--- config.mk ---
export PLATFORM = sky130hd
export DESIGN_NAME = instrDecoder
export DESIGN_NICKNAME = d
export VERILOG_FILES = /design/src/logic/decodePkg.sv /design/src/logic/opClassifier.sv /design/src/logic/operandFormer.sv /design/src/logic/decodeCsr.sv /design/src/logic/instrDecoder.sv
export VERILOG_INCLUDE_DIRS = /design/src
export SDC_FILE = /design/constraint.sdc
export NUM_CORES = 1
export LEC_CHECK = 0
export ABC_AREA = 0
export BUFFER_PORTS_ARGS = -buffer_cell sky130_fd_sc_hd__buf_2
export CORE_ASPECT_RATIO = 1.75
export CORE_MARGIN = 2
export CORE_UTILIZATION = 37
export DETAILED_ROUTE_END_ITERATION = 12
export GPL_TIMING_DRIVEN = 0
export PLACE_DENSITY = 0.61
export SYNTH_ARGS = -nofsm -noshare
export SYNTH_HDL_FRONTEND = slang
export SYNTH_SLANG_ARGS = --single-unit
--- constraint.sdc ---
create_clock -name clock -period 4.1 [get_ports clock]
set_clock_uncertainty 0.15 [all_clocks]
set_input_delay 0.82 -clock clock [delete_from_list [all_inputs] [get_ports clock]]
set_output_delay 0.82 -clock clock [all_outputs]
set_load 0.01 [all_outputs]
--- src/decode_config.svh ---
`ifndef DECODE_CONFIG_SVH
`define DECODE_CONFIG_SVH

// decode field widths
`define REG_ID_W 6
`define IMM_W 33
`define UCMD_W 8

// register block bus
`define WB_ADDR_W 4
`define CSR_CTRL 4'h0
`define CSR_INVCOUNT 4'h4
`define CSR_INVWORD 4'h8

// special register numbers
`define GR_ZZR 6'h3F
`define GR_IMM 6'h3E
`define GR_DLR 6'h20
`define GR_PC 6'h22
`define GR_GBR 6'h26
`define GR_TBR 6'h27

`endif

--- src/logic/decodePkg.sv ---
`include "decode_config.svh"

package decodePkg;

	// register view, minor nibble in the upper half
	typedef struct packed {
		logic [3:0] minor;
		logic       exQ;
		logic       exN;
		logic       exM;
		logic       exI;
		logic [3:0] o;
		logic [3:0] low;
		logic [3:0] prefix;
		logic [3:0] group;
		logic [3:0] n;
		logic [3:0] m;
	} regView_t;

	typedef struct packed {
		logic [15:0] immHi;
		logic [7:0]  groupByte;
		logic [7:0]  lowByte;
	} immView_t;

	typedef union packed {
		regView_t r;
		immView_t i;
	} instrWord_t;

	typedef enum logic [5:0] {
		NM_INVOP = 6'h00, NM_MOV_RM = 6'h01, NM_MOV_MR = 6'h02, NM_LEA_MR = 6'h03,
		NM_ALU3 = 6'h04, NM_ALUCMP = 6'h05, NM_MUL3 = 6'h06, NM_MOV_RC = 6'h07,
		NM_MOV_CR = 6'h08, NM_CONV_RR = 6'h09, NM_BRA = 6'h0A, NM_BSR = 6'h0B,
		NM_SHAD3 = 6'h0C, NM_SHLD3 = 6'h0D, NM_SHADQ3 = 6'h0E, NM_SHLDQ3 = 6'h0F,
		NM_MOV_IR = 6'h10
	} nmid_t;

	typedef enum logic [4:0] {
		FM_INV = 5'h00, FM_REG = 5'h01, FM_REGREG = 5'h02, FM_REGIMMREG = 5'h03,
		FM_REGSTREGDISP = 5'h04, FM_LDREGDISPREG = 5'h05, FM_REGSTDRREG = 5'h06,
		FM_LDDRREGREG = 5'h07, FM_IMM8REG = 5'h08, FM_PCDISP8 = 5'h09,
		FM_IMM12Z = 5'h0A, FM_IMM12N = 5'h0B
	} fmid_t;

	typedef enum logic [3:0] {
		ITY_SB = 4'h0, ITY_SW = 4'h1, ITY_SQ = 4'h3,
		ITY_UB = 4'h4, ITY_UW = 4'h5, ITY_UQ = 4'h7,
		ITY_NB = 4'h8, ITY_NW = 4'h9, ITY_NQ = 4'hB
	} ity_t;

	// bit 2 marks the unsigned sizes
	typedef enum logic [2:0] {
		BTY_SB = 3'd0, BTY_SW = 3'd1, BTY_SL = 3'd2, BTY_SQ = 3'd3,
		BTY_UB = 3'd4, BTY_UW = 3'd5, BTY_UL = 3'd6
	} bty_t;

	typedef enum logic [1:0] {
		CC_AL = 2'd0, CC_CT = 2'd1, CC_CF = 2'd2
	} ccty_t;

	typedef logic [`REG_ID_W-1:0] regId_t;
	typedef logic [`IMM_W-1:0] imm_t;

	localparam logic [5:0] UCIX_ADD = 6'h00;
	localparam logic [5:0] UCIX_SUB = 6'h01;
	localparam logic [5:0] UCIX_ADC = 6'h02;
	localparam logic [5:0] UCIX_SBB = 6'h03;
	localparam logic [5:0] UCIX_TST = 6'h04;
	localparam logic [5:0] UCIX_AND = 6'h05;
	localparam logic [5:0] UCIX_OR = 6'h06;
	localparam logic [5:0] UCIX_XOR = 6'h07;
	localparam logic [5:0] UCIX_CMPEQ = 6'h0C;
	localparam logic [5:0] UCIX_CMPHI = 6'h0D;
	localparam logic [5:0] UCIX_CMPGT = 6'h0E;
	localparam logic [5:0] UCIX_ADDSL = 6'h10;
	localparam logic [5:0] UCIX_ADDUL = 6'h11;
	localparam logic [5:0] UCIX_SUBSL = 6'h12;
	localparam logic [5:0] UCIX_SUBUL = 6'h13;
	localparam logic [5:0] UCIX_MUL3S = 6'h00;
	localparam logic [5:0] UCIX_MULS = 6'h01;
	localparam logic [5:0] UCIX_MULU = 6'h02;
	localparam logic [5:0] UCIX_LDIX = 6'h00;
	localparam logic [5:0] UCIX_LDISH16 = 6'h01;

endpackage

--- src/logic/opClassifier.sv ---
`timescale 1ns/1ps

module opClassifier (
	input  decodePkg::instrWord_t instrWord,
	input  logic                  addslEnable,
	output decodePkg::nmid_t      nmid,
	output decodePkg::fmid_t      fmid,
	output decodePkg::ity_t       ity,
	output decodePkg::bty_t       bty,
	output decodePkg::ccty_t      ccty,
	output logic [5:0]            ucmdIx,
	output logic                  illegal
);
	import decodePkg::*;

	logic exQ;
	logic prefixOk;

	// Q selects the unsigned size, quad has no unsigned form so it becomes UL
	function automatic bty_t loadSize(input logic [1:0] size, input logic q);
		bty_t sz;
		if (!q)
			sz = bty_t'({1'b0, size});
		else if (size == 2'd3)
			sz = BTY_UL;
		else
			sz = bty_t'({1'b1, size});
		return sz;
	endfunction

	assign exQ = instrWord.r.exQ;
	assign prefixOk = (instrWord.r.prefix[3:1] == 3'b111);

	always_comb begin
		nmid = NM_INVOP;
		fmid = FM_INV;
		ity = ITY_SB;
		bty = BTY_SB;
		ccty = CC_AL;
		ucmdIx = 6'h00;

		casez (instrWord.r.group)
			4'b0z00: begin
				casez (instrWord.i.immHi)
					16'h0zz4, 16'h0zz5, 16'h0zz6, 16'h0zz7: begin
						nmid = exQ ? NM_LEA_MR : NM_MOV_RM;
						fmid = exQ ? FM_LDDRREGREG : FM_REGSTDRREG;
						bty = bty_t'({1'b0, instrWord.r.low[1:0]});
						ity = ITY_UB;
					end
					16'h0zzC, 16'h0zzD, 16'h0zzE, 16'h0zzF: begin
						nmid = NM_MOV_MR;
						fmid = FM_LDDRREGREG;
						bty = loadSize(instrWord.r.low[1:0], exQ);
						ity = ITY_UB;
					end
					16'h1zz0, 16'h1zz1, 16'h1zz5, 16'h1zz6, 16'h1zz7: begin
						// low nibble equals the ALU sub-op here
						nmid = NM_ALU3;
						fmid = FM_REGREG;
						ucmdIx = {2'b00, instrWord.r.low};
					end
					16'h1zz2: begin
						nmid = NM_MUL3;
						fmid = FM_REGREG;
						ucmdIx = UCIX_MUL3S;
					end
					16'h1zz9: begin
						fmid = FM_REGREG;
						case (instrWord.r.o)
							4'h0, 4'h1, 4'h2, 4'h3, 4'h5, 4'h6, 4'h7: begin
								nmid = NM_ALU3;
								ity = ITY_NB;
								ucmdIx = {2'b00, instrWord.r.o};
							end
							4'h4: begin
								nmid = NM_ALUCMP;
								ucmdIx = UCIX_TST;
							end
							4'h8: nmid = NM_CONV_RR;
							4'h9: begin
								nmid = NM_MUL3;
								ucmdIx = UCIX_MULS;
							end
							4'hA: begin
								nmid = NM_MOV_RC;
								ity = ITY_UB;
							end
							4'hB: begin
								nmid = NM_MOV_CR;
								ity = ITY_UW;
							end
							4'hC: begin
								nmid = NM_ALUCMP;
								ucmdIx = UCIX_CMPEQ;
							end
							4'hD: begin
								nmid = NM_ALUCMP;
								ucmdIx = UCIX_CMPHI;
							end
							4'hE: begin
								nmid = NM_ALUCMP;
								ucmdIx = UCIX_CMPGT;
							end
							default: begin
								nmid = NM_MUL3;
								ucmdIx = UCIX_MULU;
							end
						endcase
					end
					16'h5zzC, 16'h5zzD: begin
						if (addslEnable) begin
							nmid = NM_ALU3;
							fmid = FM_REGREG;
							if (instrWord.r.low[0])
								ucmdIx = exQ ? UCIX_SUBUL : UCIX_SUBSL;
							else
								ucmdIx = exQ ? UCIX_ADDUL : UCIX_ADDSL;
						end
					end
					16'b11zz_zzzz_zzzz_zzzz: begin
						// Czzz..Fzzz displacement branches
						nmid = (instrWord.r.minor == 4'hD) ? NM_BSR : NM_BRA;
						fmid = FM_PCDISP8;
						bty = BTY_SW;
						ity = ITY_SW;
						if (instrWord.r.minor == 4'hE)
							ccty = CC_CT;
						else if (instrWord.r.minor == 4'hF)
							ccty = CC_CF;
					end
					default: ;
				endcase
			end
			4'b0z01: begin
				case (instrWord.r.minor)
					4'h0, 4'h1, 4'h2, 4'h3: begin
						nmid = exQ ? NM_LEA_MR : NM_MOV_RM;
						fmid = exQ ? FM_LDREGDISPREG : FM_REGSTREGDISP;
						bty = bty_t'({1'b0, instrWord.r.minor[1:0]});
						ity = ITY_SW;
					end
					4'h8, 4'h9, 4'hA, 4'hB: begin
						nmid = NM_MOV_MR;
						fmid = FM_LDREGDISPREG;
						bty = loadSize(instrWord.r.minor[1:0], exQ);
						ity = ITY_SW;
					end
					default: ;
				endcase
			end
			4'b0z10: begin
				fmid = FM_REGIMMREG;
				ity = ITY_UW;
				case (instrWord.r.minor)
					4'h0: nmid = NM_ALU3;
					4'h1: begin
						nmid = NM_ALU3;
						ity = ITY_NW;
					end
					4'h2: nmid = NM_MUL3;
					4'h3, 4'h4: begin
						if (addslEnable) begin
							nmid = NM_ALU3;
							ity = instrWord.r.minor[0] ? ITY_UW : ITY_NW;
							ucmdIx = exQ ? UCIX_ADDUL : UCIX_ADDSL;
						end
					end
					4'h5, 4'h6, 4'h7: begin
						nmid = NM_ALU3;
						ucmdIx = {2'b00, instrWord.r.minor};
					end
					4'h8: nmid = exQ ? NM_SHADQ3 : NM_SHAD3;
					4'h9: nmid = exQ ? NM_SHLDQ3 : NM_SHLD3;
					default: ;
				endcase
			end
			4'h8: begin
				fmid = FM_IMM8REG;
				case (instrWord.i.lowByte[7:5])
					3'd0: begin
						nmid = NM_MOV_IR;
						ity = ITY_UW;
						ucmdIx = UCIX_LDIX;
					end
					3'd1: begin
						nmid = NM_MOV_IR;
						ity = ITY_NW;
						ucmdIx = UCIX_LDIX;
					end
					3'd2: begin
						nmid = NM_ALU3;
						ity = ITY_SW;
						ucmdIx = UCIX_ADD;
					end
					3'd3: begin
						nmid = NM_MOV_IR;
						ity = ITY_UW;
						ucmdIx = UCIX_LDISH16;
					end
					default: ;
				endcase
			end
			4'hA, 4'hB: begin
				nmid = NM_MOV_IR;
				fmid = instrWord.r.group[0] ? FM_IMM12N : FM_IMM12Z;
				ucmdIx = UCIX_LDIX;
			end
			default: ;
		endcase

		illegal = !prefixOk || (nmid == NM_INVOP);
		if (illegal) begin
			nmid = NM_INVOP;
			fmid = FM_INV;
			ity = ITY_SB;
			bty = BTY_SB;
			ccty = CC_AL;
			ucmdIx = 6'h00;
		end
	end

endmodule

--- src/logic/operandFormer.sv ---
`timescale 1ns/1ps
`include "decode_config.svh"

module operandFormer (
	input  logic                  clock,
	input  logic                  rstN,
	input  logic                  instrValid,
	input  decodePkg::instrWord_t instrWord,
	input  decodePkg::nmid_t      nmid,
	input  decodePkg::fmid_t      fmid,
	input  decodePkg::ity_t       ity,
	input  decodePkg::bty_t       bty,
	input  decodePkg::ccty_t      ccty,
	input  logic [5:0]            ucmdIx,
	output logic                  opValid,
	output decodePkg::regId_t     regN,
	output decodePkg::regId_t     regM,
	output decodePkg::regId_t     regO,
	output decodePkg::imm_t       imm,
	output logic [`UCMD_W-1:0]    uCmd,
	output logic [`UCMD_W-1:0]    uIxt
);
	import decodePkg::*;

	// special bit for R0, R1 and R15 style nibbles
	function automatic regId_t dflReg(input logic ext, input logic [3:0] nib);
		return {(nib[3:1] == 3'b000) || (nib == 4'hF), ext, nib};
	endfunction

	logic [15:0] hiHalf;
	logic [7:0] loByte;
	regId_t regNDfl;
	regId_t regMDfl;
	regId_t regODfl;
	regId_t regODf2;
	regId_t baseReg;
	regId_t dataReg;
	regId_t pcGbr;
	logic stForm;
	logic baseRz;
	logic baseR1;
	logic idxR1;
	imm_t imm17s;
	imm_t imm17u;
	imm_t imm17n;
	imm_t imm10s;
	imm_t imm10u;
	imm_t imm10n;
	imm_t disp20s;
	logic [`UCMD_W-1:0] sizeFull;
	logic [`UCMD_W-1:0] sizeRed;
	regId_t nextN;
	regId_t nextM;
	regId_t nextO;
	imm_t nextImm;
	logic [`UCMD_W-1:0] nextUIxt;

	assign hiHalf = {instrWord.r.minor, instrWord.r.exQ, instrWord.r.exN, instrWord.r.exM,
		instrWord.r.exI, instrWord.r.o, instrWord.r.low};
	assign loByte = {instrWord.r.n, instrWord.r.m};

	assign regNDfl = dflReg(instrWord.r.exN, instrWord.r.n);
	assign regMDfl = dflReg(instrWord.r.exM, instrWord.r.m);
	assign regODfl = dflReg(instrWord.r.exI, instrWord.r.o);
	assign regODf2 = dflReg(instrWord.r.n[0], instrWord.r.m);

	assign imm17u = {24'h0, hiHalf[8:0]};
	assign imm17n = {{24{1'b1}}, hiHalf[8:0]};
	assign imm17s = {{24{hiHalf[8]}}, hiHalf[8:0]};
	assign imm10u = {23'h0, hiHalf[9:0]};
	assign imm10n = {{23{1'b1}}, hiHalf[9:0]};
	assign imm10s = {{23{hiHalf[9]}}, hiHalf[9:0]};
	assign disp20s = {{13{loByte[7]}}, loByte, hiHalf[11:0]};

	// store forms swap the data and base roles
	assign stForm = (fmid == FM_REGSTREGDISP) || (fmid == FM_REGSTDRREG);
	assign baseReg = stForm ? regNDfl : regMDfl;
	assign dataReg = stForm ? regMDfl : regNDfl;
	assign baseRz = (baseReg[4:1] == 4'b0000);
	assign baseR1 = baseRz && baseReg[0];
	assign idxR1 = (regODfl[4:1] == 4'b0000) && regODfl[0];
	assign pcGbr = baseR1 ? `GR_GBR : `GR_PC;
	assign sizeFull = {ccty, bty[1:0], !stForm, bty};
	assign sizeRed = {ccty, bty[1:0], !stForm, bty[2], 2'b00};

	always_comb begin
		nextN = `GR_ZZR;
		nextM = `GR_ZZR;
		nextO = `GR_ZZR;
		nextImm = '0;
		nextUIxt = '0;
		case (fmid)
			FM_REGREG: begin
				// NB is the two-operand form Rn = Rn op Rm
				nextN = regNDfl;
				nextM = (ity == ITY_NB) ? regNDfl : regMDfl;
				nextO = (ity == ITY_NB) ? regMDfl : regODfl;
				nextImm = {28'h0, instrWord.r.n[0], instrWord.r.m};
				nextUIxt = {ccty, ucmdIx};
			end
			FM_REGIMMREG: begin
				nextN = regNDfl;
				nextM = regMDfl;
				nextO = `GR_IMM;
				nextUIxt = {ccty, ucmdIx};
				case (ity)
					ITY_UW: nextImm = imm17u;
					ITY_NW: nextImm = imm17n;
					default: nextImm = imm17s;
				endcase
			end
			FM_REGSTREGDISP, FM_LDREGDISPREG: begin
				nextN = dataReg;
				nextM = baseRz ? pcGbr : baseReg;
				nextO = `GR_IMM;
				nextImm = imm17s;
				nextUIxt = baseRz ? sizeRed : sizeFull;
			end
			FM_REGSTDRREG, FM_LDDRREGREG: begin
				nextN = dataReg;
				nextM = baseReg;
				nextO = regODfl;
				nextUIxt = sizeFull;
				if (baseRz) begin
					nextUIxt = sizeRed;
					nextM = pcGbr;
					if (idxR1) begin
						// R1 index on a PC or GBR base
						nextM = baseR1 ? `GR_TBR : `GR_DLR;
						nextO = baseR1 ? `GR_DLR : `GR_ZZR;
					end
				end
			end
			FM_IMM8REG: begin
				nextN = regODf2;
				nextM = `GR_IMM;
				nextO = regODf2;
				nextUIxt = {ccty, ucmdIx};
				case (ity)
					ITY_SW: nextImm = {{17{hiHalf[15]}}, hiHalf};
					ITY_UW: nextImm = {17'h0, hiHalf};
					ITY_NW: nextImm = {{17{1'b1}}, hiHalf};
					ITY_SQ: nextImm = imm10s;
					ITY_UQ: nextImm = imm10u;
					ITY_NQ: nextImm = imm10n;
					default: nextImm = '0;
				endcase
				if (ity inside {ITY_SQ, ITY_UQ, ITY_NQ}) begin
					nextN = regNDfl;
					nextO = regNDfl;
				end
			end
			FM_PCDISP8: begin
				nextN = `GR_DLR;
				nextM = `GR_PC;
				nextO = `GR_IMM;
				nextImm = disp20s;
				nextUIxt = sizeFull;
			end
			FM_IMM12Z, FM_IMM12N: begin
				nextN = `GR_DLR;
				nextM = `GR_IMM;
				nextImm = {(fmid == FM_IMM12N) ? 9'h1FF : 9'h000, loByte, hiHalf};
				nextUIxt = {ccty, ucmdIx};
			end
			default: ;
		endcase
	end

	always_ff @(posedge clock) begin
		if (!rstN) begin
			opValid <= 1'b0;
			regN <= '0;
			regM <= '0;
			regO <= '0;
			imm <= '0;
			uCmd <= '0;
			uIxt <= '0;
		end else begin
			opValid <= instrValid;
			if (instrValid) begin
				regN <= nextN;
				regM <= nextM;
				regO <= nextO;
				imm <= nextImm;
				uCmd <= {ccty, nmid};
				uIxt <= nextUIxt;
			end
		end
	end

endmodule

--- src/logic/decodeCsr.sv ---
`timescale 1ns/1ps
`include "decode_config.svh"

module decodeCsr (
	input  logic                  clock,
	input  logic                  rstN,
	input  logic                  wbCyc,
	input  logic                  wbStb,
	input  logic                  wbWe,
	input  logic [`WB_ADDR_W-1:0] wbAdr,
	input  logic [31:0]           wbDatI,
	output logic [31:0]           wbDatO,
	output logic                  wbAck,
	input  logic                  instrValid,
	input  decodePkg::instrWord_t instrWord,
	input  logic                  illegal,
	output logic                  addslEnable
);
	logic        wbReq;
	logic        wbWrite;
	logic        invSeen;
	logic [15:0] invCount;
	logic [31:0] invWord;

	// new request only while ack is low
	assign wbReq = wbCyc && wbStb && !wbAck;
	assign wbWrite = wbReq && wbWe;
	assign invSeen = instrValid && illegal;

	always_ff @(posedge clock) begin
		if (!rstN) begin
			wbAck <= 1'b0;
			addslEnable <= 1'b1;
			invCount <= 16'h0;
			invWord <= 32'h0;
		end else begin
			wbAck <= wbReq;
			if (wbWrite && (wbAdr == `CSR_CTRL))
				addslEnable <= wbDatI[0];
			// clear wins over a same-cycle count
			if (wbWrite && (wbAdr == `CSR_INVCOUNT))
				invCount <= 16'h0;
			else if (invSeen && (invCount != 16'hFFFF))
				invCount <= invCount + 16'h1;
			if (invSeen)
				invWord <= instrWord.r;
		end
	end

	always_comb begin
		case (wbAdr)
			`CSR_CTRL: wbDatO = {31'h0, addslEnable};
			`CSR_INVCOUNT: wbDatO = {16'h0, invCount};
			`CSR_INVWORD: wbDatO = invWord;
			default: wbDatO = 32'h0;
		endcase
	end

endmodule

--- src/logic/instrDecoder.sv ---
`timescale 1ns/1ps
`include "decode_config.svh"

module instrDecoder (
	input  logic                  clock,
	input  logic                  rstN,
	input  logic                  instrValid,
	input  decodePkg::instrWord_t instrWord,
	output logic                  opValid,
	output decodePkg::regId_t     regN,
	output decodePkg::regId_t     regM,
	output decodePkg::regId_t     regO,
	output decodePkg::imm_t       imm,
	output logic [`UCMD_W-1:0]    uCmd,
	output logic [`UCMD_W-1:0]    uIxt,
	input  logic                  wbCyc,
	input  logic                  wbStb,
	input  logic                  wbWe,
	input  logic [`WB_ADDR_W-1:0] wbAdr,
	input  logic [31:0]           wbDatI,
	output logic [31:0]           wbDatO,
	output logic                  wbAck
);
	import decodePkg::*;

	nmid_t nmid;
	fmid_t fmid;
	ity_t ity;
	bty_t bty;
	ccty_t ccty;
	logic [5:0] ucmdIx;
	logic illegal;
	logic addslEnable;

	opClassifier classifier (
		.instrWord(instrWord),
		.addslEnable(addslEnable),
		.nmid(nmid),
		.fmid(fmid),
		.ity(ity),
		.bty(bty),
		.ccty(ccty),
		.ucmdIx(ucmdIx),
		.illegal(illegal)
	);

	operandFormer former (
		.clock(clock),
		.rstN(rstN),
		.instrValid(instrValid),
		.instrWord(instrWord),
		.nmid(nmid),
		.fmid(fmid),
		.ity(ity),
		.bty(bty),
		.ccty(ccty),
		.ucmdIx(ucmdIx),
		.opValid(opValid),
		.regN(regN),
		.regM(regM),
		.regO(regO),
		.imm(imm),
		.uCmd(uCmd),
		.uIxt(uIxt)
	);

	decodeCsr csr (
		.clock(clock),
		.rstN(rstN),
		.wbCyc(wbCyc),
		.wbStb(wbStb),
		.wbWe(wbWe),
		.wbAdr(wbAdr),
		.wbDatI(wbDatI),
		.wbDatO(wbDatO),
		.wbAck(wbAck),
		.instrValid(instrValid),
		.instrWord(instrWord),
		.illegal(illegal),
		.addslEnable(addslEnable)
	);

endmodule

==> flow_metrics.tcl <==
set metrics [dict create \
    run_status "complete, no violations" \
    clock_root_buffer_master "clkbuf_16" \
    cts-buffers-inserted 9 \
    p_per_cell_area_nw_per_um2 315 \
    worstPathMaxFanout 10 \
    finalCritPeriodShare_pct 95.1 \
    finalHoldWorstSlack_ns 0.302 \
    syn_avg_cell_area_um2 7.37 \
    cts-htree-levels 3 \
    r2r_cells 8 \
    max-clock-path-buffers 2 \
    clk_pin_slew_ns 0.08 \
    cts_setup_buffers 0 \
    r2r_end "former.imm[15]$_SDFFE_PN0P_" \
    max_cap_viol_count 0 \
    fin_crit_ns 3.90 \
    num_vias 7329 \
    achievable-frequency_ghz 0.257 \
    total_leakage_power_nw 3.00 \
    first_global_vias 6905 \
    synthCells 858 \
    floorplan.die.height_um 177 \
    mappedNetlistNets 933 \
    finalHoldViolations 0 \
    worstSetupStartpointType "input pin" \
    tritoncts "done" \
    total_die_area_um2 18200 \
    fin_total_pwr_mw 2.38 \
    io_buffers 131 \
    post_route_cells_drive_above_1_share_pct 19.3 \
    synthDistinctLibCells 78 \
    netlist_area_um2 6320 \
    vdd_ir_drop_max_mv 0.202 \
    antenna_violating_nets_post_route 0 \
    fp.dieW_um 103 \
    grt_use_total_pct 28.4 \
    global_route.overflow_total 0 \
    floorplan.io_pins 175 \
    synth_enable_flop_cells 0 \
    netlist_top_cells_area "dfxtp_1 (35%), nand2_1 (9.7%), a21oi_1 (6.6%)" \
    number_of_pins_exceeding_their_max_slew_limit_in_the_final_report 0 \
    synth_sequential_area_ratio_pct 34.5 \
    grt_pass1_wl_mm 39.2 \
    routed_wl_mm 26.1 \
    synth_most_common_cell "nand2_1" \
    synth.top_cells.by_count "nand2_1 (164), dfxtp_1 (109), a21oi_1 (83)" \
    critPathLaunch "instrWord[9]" \
    relSlewSlack_pct 35.6 \
    yosysWarnings 0 \
    start_util_pct 37.5 \
    worstSetupEndpoint "former.regM[5]$_SDFFE_PN0P_" \
    grt_antenna_before_repair 0 \
    globalplace.congestion 0.987 \
    grt_max_degree 21 \
    critical_path.reg2reg.startpoint "csr.addslEnable$_SDFFE_PN1P_" \
    min_path_type "reg -> reg" \
    drt_pre_antenna_iters 7 \
    clock_sinks 109 \
    detail_route.drc_violations 0 \
    rsz0062_at_grt "false" \
    critical_path.endpoint_type "flip-flop" \
    n_antenna_cell 0 \
    placement_rows 63 \
    crit_type "in -> reg" \
    final-setup-viol-count 0 \
    cell_taking_the_most_area_after_synthesis "dfxtp_1" \
    clk_latency_ns 0.37 \
    area_delta_synth_final_pct 19.7 \
    finish.net_count 1075 \
    placeableCoreArea_um2 16900 \
    synth_top_area_share_pct 34.5 \
    reg2reg_slack_ns 1.08 \
    drt_first_iter_violations 579 \
    least_margin_pin_slew_ns 0.966 \
    place.detailed.hpwl_mm 19.9 \
    routed_via_density 5.95 \
    async_reset_ff_share_pct 0 \
    critical_path_rt_ns 4.17 \
    layout.filler_cells 1860 \
    ys_dominant_reg_cell "dfxtp_1" \
    total_of_flip_flops_plus_latches_after_synthesis 109 \
    worst_ep_arrival_time_ns 3.97 \
    wl_per_cell_um 21.2 \
]
[worst max-delay path, stage by stage]
cell	delay, ns
buf_2	0.12
buf_2	0.18
nor3_2	0.50
nand3_1	0.39
a21oi_4	0.43
nand2_1	0.24
mux2i_1	0.52
a21oi_1	0.16
a2111oi_0	0.44
a31oi_1	0.15
[power by group]
group          switching [mW]  leakage [nW]  internal (mW)  total [mW]
clock                   0.455         0.144          0.445       0.900
combinational           0.261          1.97          0.109       0.370
sequential             0.0198         0.891           1.09        1.11
[stage by stage]
stage	setup slack, ns	TNS [ns]	cells	utilization [%]	cell area [um^2]
final	0.202	0	1232	44.9	7570
after global routing	0.0906	0	1232	44.9	7570
after CTS	0.189	0	1232	44.8	7560
after detailed placement	-0.168	-0.367	1216	43.0	7260
after global placement	-0.263	-0.617	1216	43.0	7260
after floorplan	0.736	0	858	-	6320
[repair_timing]
item	CTS	global route
endpoints found under the setup margin	0	1
hold buffers	0	0
gates resized for setup	0	1
[state kept, by name, indices dropped and copies added, names as in the netlist]
name,flops
former.uCmd,7
former.opValid,1
former.regN,6
former.regO,6
csr.invCount,16
former.imm,25
csr.wbAck,1
former.uIxt,8
csr.addslEnable,1
former.regM,6
csr.invWord,32
[layout by cell type, fill, tap and decap left out, types with 9 or more instances in the layout]
master / instances
nor2b_1: 9
a21oi_1: 83
clkbuf_1: 50
nand4_1: 11
nor3_1: 20
and2_1: 21
a31oi_1: 21
inv_1: 15
buf_2: 144
buf_4: 10
nand2_1: 164
nand2b_1: 10
o31ai_1: 9
clkbuf_16: 9
nor2_1: 42
nand3_1: 23
o21ai_0: 59
or3_1: 11
dfxtp_1: 109
a22o_1: 18
[worst min-delay path by stage]
stage / from / endpoint / cells past startpoint / slack, ns
finish: csr.wbAck$_SDFF_PN0_ / csr.wbAck$_SDFF_PN0_ / 1 / 0.30
global route: csr.wbAck$_SDFF_PN0_ / csr.wbAck$_SDFF_PN0_ / 1 / 0.32
CTS: csr.invWord[23]$_SDFFE_PN0P_ / csr.invWord[23]$_SDFFE_PN0P_ / 2 / 0.31
detailed placement: former.imm[19]$_SDFFE_PN0P_ / former.imm[19]$_SDFFE_PN0P_ / 2 / 0.29
global placement: former.imm[16]$_SDFFE_PN0P_ / former.imm[16]$_SDFFE_PN0P_ / 2 / 0.28
floorplan: csr.invWord[16]$_SDFFE_PN0P_ / csr.invWord[16]$_SDFFE_PN0P_ / 2 / 0.28
[logic make-up after synthesis]
family / share of synthesized area (%)
xor+xnor: 0.693
compound gates: 29.2
flops: 34.5
buf+inv: 6.55
fa+ha+maj: 0.198
simple gates: 28.0
mux: 0.792
other cells: 0.0593
[per-layer routing]
layer / part of all wire (%) / global-route usage (%)
met3: 5.4 / 3.95
met4: 6.2 / 17.1
met1: 37 / 31.3
met2: 52 / 50.1
met5: 0 / 0
[final cells by class]
class                           instances  area (um^2)  share of cell area (%)
Buffer                                 78          347                    4.58
Clock buffer                           10          239                    3.16
Clock inverter                          6         61.3                   0.810
Inverter                               18         67.6                   0.893
Multi-Input combinational cell        653         3730                    49.3
Sequential cell                       109         2180                    28.8
Tap cell                              227          284                    3.75
Timing Repair Buffer                  131          656                    8.66
Note: power is estimated with default switching activity, not from simulation.
